--- src/logic/fighter_pkg.sv ---
package fighter_pkg;

    // one action per frame, decoded from the pad
    typedef enum logic [2:0] {
        ACT_IDLE,
        ACT_LEFT,
        ACT_RIGHT,
        ACT_SQUAT,
        ACT_DEFEND,
        ACT_JUMP
    } action_t;

    typedef enum logic {
        JS_GROUND,
        JS_AIR
    } jump_state_t;

    // coordinate widths
    localparam int X_W = 11;
    localparam int Y_W = 10;

    // horizontal limits and step
    localparam int MAX_X  = 1279;
    localparam int STEP_X = 4;

    // jump arc, y = y0 + VEL*k - GRAV*k*k/2
    localparam int MAX_Y = 719;
    localparam int MAX_J = 10;
    localparam int GRAV  = 4;
    localparam int VEL   = 20;

    // step counter width, covers 0 to MAX_J
    localparam int J_W = $clog2(MAX_J + 1);

    // action queue
    localparam int Q_DEPTH = 4;
    localparam int Q_AW    = $clog2(Q_DEPTH);

endpackage

--- src/logic/action_if.sv ---
`timescale 1ns/100ps

interface action_if;

    logic                 avail;
    fighter_pkg::action_t act;
    logic                 pop;
    logic                 overflow;

    modport queue (
        output avail,
        output act,
        output overflow,
        input  pop
    );

    modport motion (
        input  avail,
        input  act,
        input  overflow,
        output pop
    );

endinterface

--- src/logic/pad_decoder.sv ---
`timescale 1ns/100ps

module pad_decoder (
    input  logic                 clk,
    input  logic                 rst_n,
    input  logic                 frame_tick,
    input  logic                 right,
    input  logic                 left,
    input  logic                 jump,
    input  logic                 squat,
    input  logic                 defend,
    output logic                 push,
    output fighter_pkg::action_t push_act
);

    fighter_pkg::action_t next_act;

    // fixed priority: jump, defend, squat, right, left
    always_comb begin
        if (jump) begin
            next_act = fighter_pkg::ACT_JUMP;
        end else if (defend) begin
            next_act = fighter_pkg::ACT_DEFEND;
        end else if (squat) begin
            next_act = fighter_pkg::ACT_SQUAT;
        end else if (right) begin
            next_act = fighter_pkg::ACT_RIGHT;
        end else if (left) begin
            next_act = fighter_pkg::ACT_LEFT;
        end else begin
            next_act = fighter_pkg::ACT_IDLE;
        end
    end

    // one push per tick, one cycle later
    always_ff @(posedge clk or negedge rst_n) begin
        if (!rst_n) begin
            push <= 1'b0;
        end else begin
            push <= frame_tick;
        end
    end

    // buttons are sampled at the tick edge
    always_ff @(posedge clk) begin
        if (frame_tick) begin
            push_act <= next_act;
        end
    end

endmodule

--- src/logic/action_queue.sv ---
`timescale 1ns/100ps

module action_queue (
    input  logic                 clk,
    input  logic                 rst_n,
    input  logic                 push,
    input  fighter_pkg::action_t push_act,
    action_if.queue              q,
    output logic                 queue_empty
);

    fighter_pkg::action_t mem [fighter_pkg::Q_DEPTH];

    logic [fighter_pkg::Q_AW-1:0] wr_ptr;
    logic [fighter_pkg::Q_AW-1:0] rd_ptr;
    logic [fighter_pkg::Q_AW:0]   count;
    logic                         full;
    logic                         do_push;
    logic                         do_pop;
    logic                         overflow_q;

    assign full    = (count == fighter_pkg::Q_DEPTH);
    assign do_push = push && !full;
    assign do_pop  = q.pop && (count != '0);

    assign q.avail     = (count != '0);
    assign q.act       = mem[rd_ptr];
    assign q.overflow  = overflow_q;
    assign queue_empty = (count == '0);

    always_ff @(posedge clk or negedge rst_n) begin
        if (!rst_n) begin
            wr_ptr     <= '0;
            rd_ptr     <= '0;
            count      <= '0;
            overflow_q <= 1'b0;
        end else begin
            if (do_push) begin
                wr_ptr <= wr_ptr + 1'b1;
            end
            if (do_pop) begin
                rd_ptr <= rd_ptr + 1'b1;
            end
            case ({do_push, do_pop})
                2'b10:   count <= count + 1'b1;
                2'b01:   count <= count - 1'b1;
                default: count <= count;
            endcase
            // a push into a full queue is lost, remember it
            if (push && full) begin
                overflow_q <= 1'b1;
            end
        end
    end

    always_ff @(posedge clk) begin
        if (do_push) begin
            mem[wr_ptr] <= push_act;
        end
    end

endmodule

--- src/logic/player_motion.sv ---
`timescale 1ns/100ps

module player_motion (
    input  logic                        clk,
    input  logic                        rst_n,
    input  logic                        pause,
    action_if.motion                    a,
    output logic [fighter_pkg::X_W-1:0] pos_x,
    output logic [fighter_pkg::Y_W-1:0] pos_y,
    output logic                        jumping,
    output logic                        face,
    output logic                        squat_pose,
    output logic                        defend_pose
);

    logic [fighter_pkg::X_W-1:0] x_q, x_d;
    logic [fighter_pkg::Y_W-1:0] y_q, y_d;
    logic [fighter_pkg::Y_W-1:0] y0_q, y0_d;
    logic [fighter_pkg::J_W-1:0] k_q, k_d;
    fighter_pkg::jump_state_t    js_q, js_d;
    logic                        face_q, face_d;
    logic                        squat_q, squat_d;
    logic                        defend_q, defend_d;

    // wide signed scratch values for the saturating arithmetic
    int x_calc;
    int y_calc;

    // one action per cycle unless held off
    assign a.pop = a.avail && !pause;

    always_comb begin
        x_calc   = int'(x_q);
        y_calc   = int'(y_q);
        x_d      = x_q;
        y_d      = y_q;
        y0_d     = y0_q;
        k_d      = k_q;
        js_d     = js_q;
        face_d   = face_q;
        squat_d  = squat_q;
        defend_d = defend_q;

        if (a.pop) begin
            // poses last for one step, no squatting in the air
            squat_d  = (a.act == fighter_pkg::ACT_SQUAT) && (js_q == fighter_pkg::JS_GROUND);
            defend_d = (a.act == fighter_pkg::ACT_DEFEND);

            case (a.act)
                fighter_pkg::ACT_LEFT: begin
                    x_calc = int'(x_q) - fighter_pkg::STEP_X;
                    face_d = 1'b0;
                end
                fighter_pkg::ACT_RIGHT: begin
                    x_calc = int'(x_q) + fighter_pkg::STEP_X;
                    face_d = 1'b1;
                end
                default: begin
                    x_calc = int'(x_q);
                end
            endcase
            if (x_calc < 0) begin
                x_calc = 0;
            end else if (x_calc > fighter_pkg::MAX_X) begin
                x_calc = fighter_pkg::MAX_X;
            end
            x_d = x_calc[fighter_pkg::X_W-1:0];

            if (js_q == fighter_pkg::JS_AIR) begin
                y_calc = int'(y0_q) + fighter_pkg::VEL * int'(k_q)
                       - (fighter_pkg::GRAV * int'(k_q) * int'(k_q)) / 2;
                if (y_calc < 0) begin
                    y_calc = 0;
                end else if (y_calc > fighter_pkg::MAX_Y) begin
                    y_calc = fighter_pkg::MAX_Y;
                end
                y_d = y_calc[fighter_pkg::Y_W-1:0];
                // last arc step lands back on the ground
                if (k_q == fighter_pkg::MAX_J) begin
                    js_d = fighter_pkg::JS_GROUND;
                end else begin
                    k_d = k_q + 1'b1;
                end
            end else if (a.act == fighter_pkg::ACT_JUMP) begin
                y0_d = y_q;
                k_d  = '0;
                js_d = fighter_pkg::JS_AIR;
            end
        end
    end

    always_ff @(posedge clk or negedge rst_n) begin
        if (!rst_n) begin
            x_q      <= '0;
            y_q      <= '0;
            y0_q     <= '0;
            k_q      <= '0;
            js_q     <= fighter_pkg::JS_GROUND;
            face_q   <= 1'b0;
            squat_q  <= 1'b0;
            defend_q <= 1'b0;
        end else begin
            x_q      <= x_d;
            y_q      <= y_d;
            y0_q     <= y0_d;
            k_q      <= k_d;
            js_q     <= js_d;
            face_q   <= face_d;
            squat_q  <= squat_d;
            defend_q <= defend_d;
        end
    end

    assign pos_x       = x_q;
    assign pos_y       = y_q;
    assign jumping     = (js_q == fighter_pkg::JS_AIR);
    assign face        = face_q;
    assign squat_pose  = squat_q;
    assign defend_pose = defend_q;

endmodule

--- src/logic/fighter_top.sv ---
`timescale 1ns/100ps

module fighter_top (
    input  logic                        clk,
    input  logic                        rst_n,
    input  logic                        frame_tick,
    input  logic                        right,
    input  logic                        left,
    input  logic                        jump,
    input  logic                        squat,
    input  logic                        defend,
    input  logic                        pause,
    output logic [fighter_pkg::X_W-1:0] pos_x,
    output logic [fighter_pkg::Y_W-1:0] pos_y,
    output logic                        jumping,
    output logic                        face,
    output logic                        squat_pose,
    output logic                        defend_pose,
    output logic                        overflow,
    output logic                        queue_empty
);

    logic                 push;
    fighter_pkg::action_t push_act;

    action_if act_bus ();

    pad_decoder i_pad_decoder (
        .clk        (clk),
        .rst_n      (rst_n),
        .frame_tick (frame_tick),
        .right      (right),
        .left       (left),
        .jump       (jump),
        .squat      (squat),
        .defend     (defend),
        .push       (push),
        .push_act   (push_act)
    );

    action_queue i_action_queue (
        .clk         (clk),
        .rst_n       (rst_n),
        .push        (push),
        .push_act    (push_act),
        .q           (act_bus.queue),
        .queue_empty (queue_empty)
    );

    player_motion i_player_motion (
        .clk         (clk),
        .rst_n       (rst_n),
        .pause       (pause),
        .a           (act_bus.motion),
        .pos_x       (pos_x),
        .pos_y       (pos_y),
        .jumping     (jumping),
        .face        (face),
        .squat_pose  (squat_pose),
        .defend_pose (defend_pose)
    );

    // sticky drop flag, read off the shared bus
    assign overflow = act_bus.overflow;

endmodule

--- config.mk ---
export PLATFORM = sky130hd
export DESIGN_NAME = fighter_top
export DESIGN_NICKNAME = d
export VERILOG_FILES = /design/src/logic/fighter_pkg.sv /design/src/logic/action_if.sv /design/src/logic/pad_decoder.sv /design/src/logic/action_queue.sv /design/src/logic/player_motion.sv /design/src/logic/fighter_top.sv
export SDC_FILE = /design/constraint.sdc
export NUM_CORES = 1
export LEC_CHECK = 0
export BUFFER_PORTS_ARGS = -buffer_cell sky130_fd_sc_hd__clkbuf_2
export CAP_MARGIN = 10
export CELL_PAD_IN_SITES_DETAIL_PLACEMENT = 1
export CELL_PAD_IN_SITES_GLOBAL_PLACEMENT = 1
export CORE_MARGIN = 5
export CORE_UTILIZATION = 40
export CTS_BUF_LIST = sky130_fd_sc_hd__clkbuf_8 sky130_fd_sc_hd__clkbuf_16
export DETAILED_ROUTE_END_ITERATION = 6
export HOLD_SLACK_MARGIN = 0.15
export PLACE_DENSITY = 0.74
export SETUP_SLACK_MARGIN = 0.2
export SYNTH_ARGS = -nofsm -noshare
export SYNTH_HDL_FRONTEND = slang
export SYNTH_SLANG_ARGS = --single-unit
--- constraint.sdc ---
create_clock -name clk -period 7.7 [get_ports clk]
set_clock_uncertainty 0.05 [all_clocks]
set_input_delay 2.31 -clock clk [delete_from_list [all_inputs] [get_ports clk]]
set_output_delay 2.31 -clock clk [all_outputs]
set_load 0.02 [all_outputs]
==> impl_metrics.prom <==
# TYPE chip_impl_metric gauge
chip_impl_metric{name="arrival",unit="ns"} 5.37
chip_impl_metric{name="drt_pre_antenna_iters",unit=""} 4
chip_impl_metric{name="postCtsHoldBufs",unit=""} 0
chip_impl_metric{name="total_die_area",unit="sq um"} 12000
chip_impl_metric{name="async_sr_flop_fraction",unit=""} 0.758
chip_impl_metric{name="final-setup-viol-count",unit=""} 0
chip_impl_info{name="rsz0062_at_grt",value="false"} 1
chip_impl_info{name="routed.top_layer",value="met4"} 1
chip_impl_info{name="ys_dominant_reg_cell",value="sky130_fd_sc_hd__dfrtp_1"} 1
chip_impl_metric{name="post_synth.cell_area_avg",unit="sq um"} 9.84
chip_impl_metric{name="crit_path_max_fanout",unit=""} 10
chip_impl_metric{name="design.core.area",unit="sq um"} 9730
chip_impl_metric{name="number_of_enable_flip_flop_cells_after_synthesis",unit=""} 15
chip_impl_metric{name="num_antenna_cells",unit=""} 0
chip_impl_info{name="timing.rr.start",value="i_player_motion.k_q[1]"} 1
chip_impl_metric{name="flow.area_growth_from_synthesis",unit="%"} 13.5
chip_impl_metric{name="period_needed",unit="ns"} 5.23
chip_impl_metric{name="post_cts_resize_count",unit=""} 0
chip_impl_metric{name="grt_first_pass_wirelength",unit="um"} 16400
chip_impl_metric{name="synth.cell_area",unit="sq um"} 3980
chip_impl_metric{name="grt_util_all_layers",unit=""} 0.175
chip_impl_info{name="worst_hold_path.endpoint",value="i_action_queue.q.overflow"} 1
chip_impl_metric{name="max_freq",unit="GHz"} 0.191
chip_impl_metric{name="synth_fp_nets",unit=""} 451
chip_impl_metric{name="timing.setup.tns",unit="ns"} 0
chip_impl_metric{name="clock_path_buffers",unit=""} 2
chip_impl_metric{name="warnings_synthesis",unit=""} 0
chip_impl_info{name="run_status",value="complete, no violations"} 1
chip_impl_metric{name="drt-wirelength-per-cell",unit="um"} 16.8
chip_impl_metric{name="post-cts-setup-buffer-count",unit=""} 0
chip_impl_info{name="clk_root_buffer_cell",value="sky130_fd_sc_hd__clkbuf_8"} 1
chip_impl_metric{name="whs_path_depth",unit=""} 1
chip_impl_info{name="post-synth-top-area-cell",value="sky130_fd_sc_hd__dfrtp_1"} 1
chip_impl_metric{name="grt_max_degree",unit=""} 48
chip_impl_metric{name="fp.dieH",unit="um"} 110
chip_impl_metric{name="clk_pin_slew",unit="ns"} 0.08
chip_impl_metric{name="detail_route.iter0.violations",unit=""} 104
chip_impl_metric{name="place_congestion",unit=""} 0.794
chip_impl_metric{name="num_rows",unit=""} 36
chip_impl_metric{name="grt-ovfl-total",unit=""} 0
chip_impl_metric{name="final_layout_size_suffix_gt1_frac",unit=""} 0.164
chip_impl_metric{name="drv_cap",unit=""} 0
chip_impl_metric{name="synth-seq-area-share",unit=""} 0.409
chip_impl_metric{name="finalMaxSlewViolations",unit=""} 0
chip_impl_metric{name="route.final.wire_length",unit="um"} 9750
chip_impl_info{name="worstSetupPathType",value="flip-flop to flip-flop"} 1
chip_impl_metric{name="met2_length",unit="um"} 4950
chip_impl_metric{name="metal1_wirelength",unit="um"} 4430
chip_impl_info{name="crit_path_start_kind",value="flip-flop"} 1
chip_impl_metric{name="dp_hpwl",unit="um"} 7440
chip_impl_metric{name="tritoncts.num_buffers",unit=""} 9
chip_impl_metric{name="finalWorstSetupSlack",unit="ns"} 2.47
chip_impl_info{name="synth_common_cells",value="sky130_fd_sc_hd__dfrtp_1 (47), sky130_fd_sc_hd__inv_1 (42), sky130_fd_sc_hd__nand2_1 (39)"} 1
chip_impl_metric{name="finalHoldViolations",unit=""} 0
chip_impl_metric{name="drt.antenna.violating_nets",unit=""} 0
chip_impl_metric{name="vias_per_cell",unit=""} 5.36
chip_impl_metric{name="worst_path_largest_cell_delay",unit="ns"} 0.53
chip_impl_metric{name="dr_total_vias",unit=""} 3104
chip_impl_metric{name="layout.core_utilization",unit=""} 0.464
chip_impl_info{name="rr_endpoint",value="i_player_motion.pos_y[3]"} 1
chip_impl_metric{name="slew_headroom",unit=""} 0.515
chip_impl_metric{name="num-nets-final",unit=""} 488
chip_impl_metric{name="worst-endpoint-required",unit="ns"} 7.85
chip_impl_info{name="crit_path_cell_trace",value="ha_1 -> ha_1 -> or2_2 -> ha_1 -> a21oi_1 -> xnor2_1 -> fa_1 -> inv_1 -> ha_1 -> a211oi_1 -> o211ai_1 -> a31oi_1 -> inv_1 -> a21oi_1 -> ha_1 -> inv_1 -> a2111o_1 -> a21o_1 -> a31oi_1 -> a31oi_1"} 1
chip_impl_info{name="yosysMostFrequentCell",value="sky130_fd_sc_hd__dfrtp_1"} 1
chip_impl_metric{name="cts.htree.levels",unit=""} 3
chip_impl_metric{name="dp_worst_setup_slack",unit="ns"} 2.50
chip_impl_metric{name="clk-insertion-delay-late",unit="ns"} 0.35
chip_impl_metric{name="synthCells",unit=""} 404
chip_impl_info{name="timing.critical_path.slowest_stage_cell",value="sky130_fd_sc_hd__fa_1"} 1
chip_impl_info{name="crit_path_end_kind",value="flip-flop"} 1
chip_impl_metric{name="synth_cell_type_count",unit=""} 61
chip_impl_metric{name="r2r_setup_slack",unit="ns"} 2.47
chip_impl_metric{name="r2r_cells",unit=""} 20
chip_impl_metric{name="drc",unit=""} 0
chip_impl_metric{name="start_util",unit=""} 0.409
chip_impl_metric{name="fin_crit_sh",unit=""} 0.679
chip_impl_metric{name="yosys_register_bits",unit=""} 62
chip_impl_info{name="hold_path_class",value="flip-flop to flip-flop"} 1
chip_impl_metric{name="die_w",unit="um"} 110
chip_impl_info{name="holdCritStartpoint",value="i_action_queue.q.overflow"} 1
chip_impl_metric{name="design.portCount",unit=""} 36
chip_impl_metric{name="first_global_vias",unit=""} 3207
chip_impl_info{name="cts_tree",value="done"} 1
chip_impl_metric{name="detailroute.wirelength.met3",unit="um"} 263
chip_impl_metric{name="synth_top_area_frac",unit=""} 0.296
chip_impl_metric{name="worst_pin_slew",unit="ns"} 0.728
chip_impl_metric{name="grt_antenna_before_repair",unit=""} 0
chip_impl_info{name="path_common_cell",value="sky130_fd_sc_hd__ha_1"} 1
chip_impl_metric{name="numPortBuffers",unit=""} 35
chip_impl_info{name="synth.top_cells.by_area",value="sky130_fd_sc_hd__dfrtp_1 (30%), sky130_fd_sc_hd__edfxtp_1 (11%), sky130_fd_sc_hd__ha_1 (9.4%)"} 1
chip_impl_metric{name="clkSinkCount",unit=""} 62
sequential cells by signal, summed over array words and instances (netlist names), 2 cells and up:
name / flops
i_player_motion.k_q: 4
i_pad_decoder.push_act: 3
i_action_queue.mem: 12
i_action_queue.rd_ptr: 2
i_player_motion.pos_x: 10
i_player_motion.pos_y: 10
i_action_queue.wr_ptr: 2
i_action_queue.count: 3
i_player_motion.y0_q: 10
area by class of cell:
cell class | instances | area, sq um
inverters | 43 | 161
clock buffers | 9 | 124
flip-flops and latches | 62 | 1630
fillers | 1131 | 5220
well taps | 133 | 166
repair buffers | 36 | 183
multi-input cells | 289 | 2130
clock inverters | 7 | 121
critical path: cells and delay by family (launching register included):
kind / cells / cell delay [ns]
simple gates: 1 / 0.28
flops: 1 / 0.50
buf+inv: 3 / 0.14
xor+xnor: 1 / 0.12
compound gates: 9 / 2.10
fa+ha+maj: 6 / 1.88
cells by family (layout without fill, tap and decap cells):
| family | count (synthesis) | count (layout) | share of synthesized area |
|---|---|---|---|
| flip-flops | 62 | 62 | 0.409 |
| AO/OA/AOI/OAI | 88 | 88 | 0.149 |
| buffers and inverters | 53 | 95 | 0.0554 |
| multiplexers | 14 | 14 | 0.0478 |
| AND/OR/NAND/NOR | 130 | 130 | 0.162 |
| adder cells (fa/ha/maj) | 38 | 38 | 0.135 |
| XOR/XNOR | 19 | 19 | 0.0419 |
worst max path at each step:
stage	from	cells after the start	to	slack [ns]
4_1_cts	i_player_motion.k_q[1]	20	i_player_motion.pos_y[3]	2.44
3_3_place_gp	i_player_motion.k_q[1]	20	i_player_motion.pos_y[4]	2.68
5_1_grt	i_player_motion.k_q[1]	20	i_player_motion.pos_y[5]	1.99
3_5_place_dp	i_player_motion.k_q[1]	20	i_player_motion.pos_y[3]	2.50
6_report	i_player_motion.k_q[1]	20	i_player_motion.pos_y[3]	2.47
2_1_floorplan	i_player_motion.k_q[1]	20	i_player_motion.pos_y[4]	3.04
through the flow:
stage	cells	instance area (sq um)	hold WS, ns
after floorplan	404	3980	0.400
after global placement	563	4270	0.403
after detailed placement	563	4270	0.415
after CTS	579	4510	0.431
after global routing	579	4510	0.459
final	579	4510	0.428
per-layer routing:
metal,up-vias,GRT usage
li1,1497,-
met1,1555,0.229
met2,43,0.294
met3,9,0.0335
met4,0,0.0543
met5,-,0
cell usage in the layout (no fill, tap or decap), types with 2 or more instances in the layout:
master and n:
sky130_fd_sc_hd__xor2_1 5, sky130_fd_sc_hd__a31oi_1 5, sky130_fd_sc_hd__o22ai_1 4, sky130_fd_sc_hd__nor2b_1 5, sky130_fd_sc_hd__nor3_1 12, sky130_fd_sc_hd__a21o_1 6, sky130_fd_sc_hd__nand2b_1 7, sky130_fd_sc_hd__or2_2 3
sky130_fd_sc_hd__xnor2_1 14, sky130_fd_sc_hd__nor2_1 28, sky130_fd_sc_hd__o311ai_1 2, sky130_fd_sc_hd__mux2_2 9, sky130_fd_sc_hd__and2_1 11, sky130_fd_sc_hd__clkbuf_2 35, sky130_fd_sc_hd__and4_1 2, sky130_fd_sc_hd__nand4_1 3
sky130_fd_sc_hd__edfxtp_1 15, sky130_fd_sc_hd__fa_1 8, sky130_fd_sc_hd__dfrtp_1 47, sky130_fd_sc_hd__nand3_1 9, sky130_fd_sc_hd__bufinv_16 3, sky130_fd_sc_hd__a211o_1 2, sky130_fd_sc_hd__or3_1 2, sky130_fd_sc_hd__ha_1 30
sky130_fd_sc_hd__a32o_1 2, sky130_fd_sc_hd__clkinv_4 2, sky130_fd_sc_hd__or4_1 4, sky130_fd_sc_hd__o211ai_1 2, sky130_fd_sc_hd__o21ai_0 27, sky130_fd_sc_hd__a21oi_1 14, sky130_fd_sc_hd__clkbuf_8 9, sky130_fd_sc_hd__o31ai_1 3
sky130_fd_sc_hd__mux4_2 3, sky130_fd_sc_hd__inv_1 42, sky130_fd_sc_hd__a211oi_1 4, sky130_fd_sc_hd__nand2_1 39
Power is not shown: default switching activity piles up to over one toggle a cycle in this logic, so the estimate is an artifact.
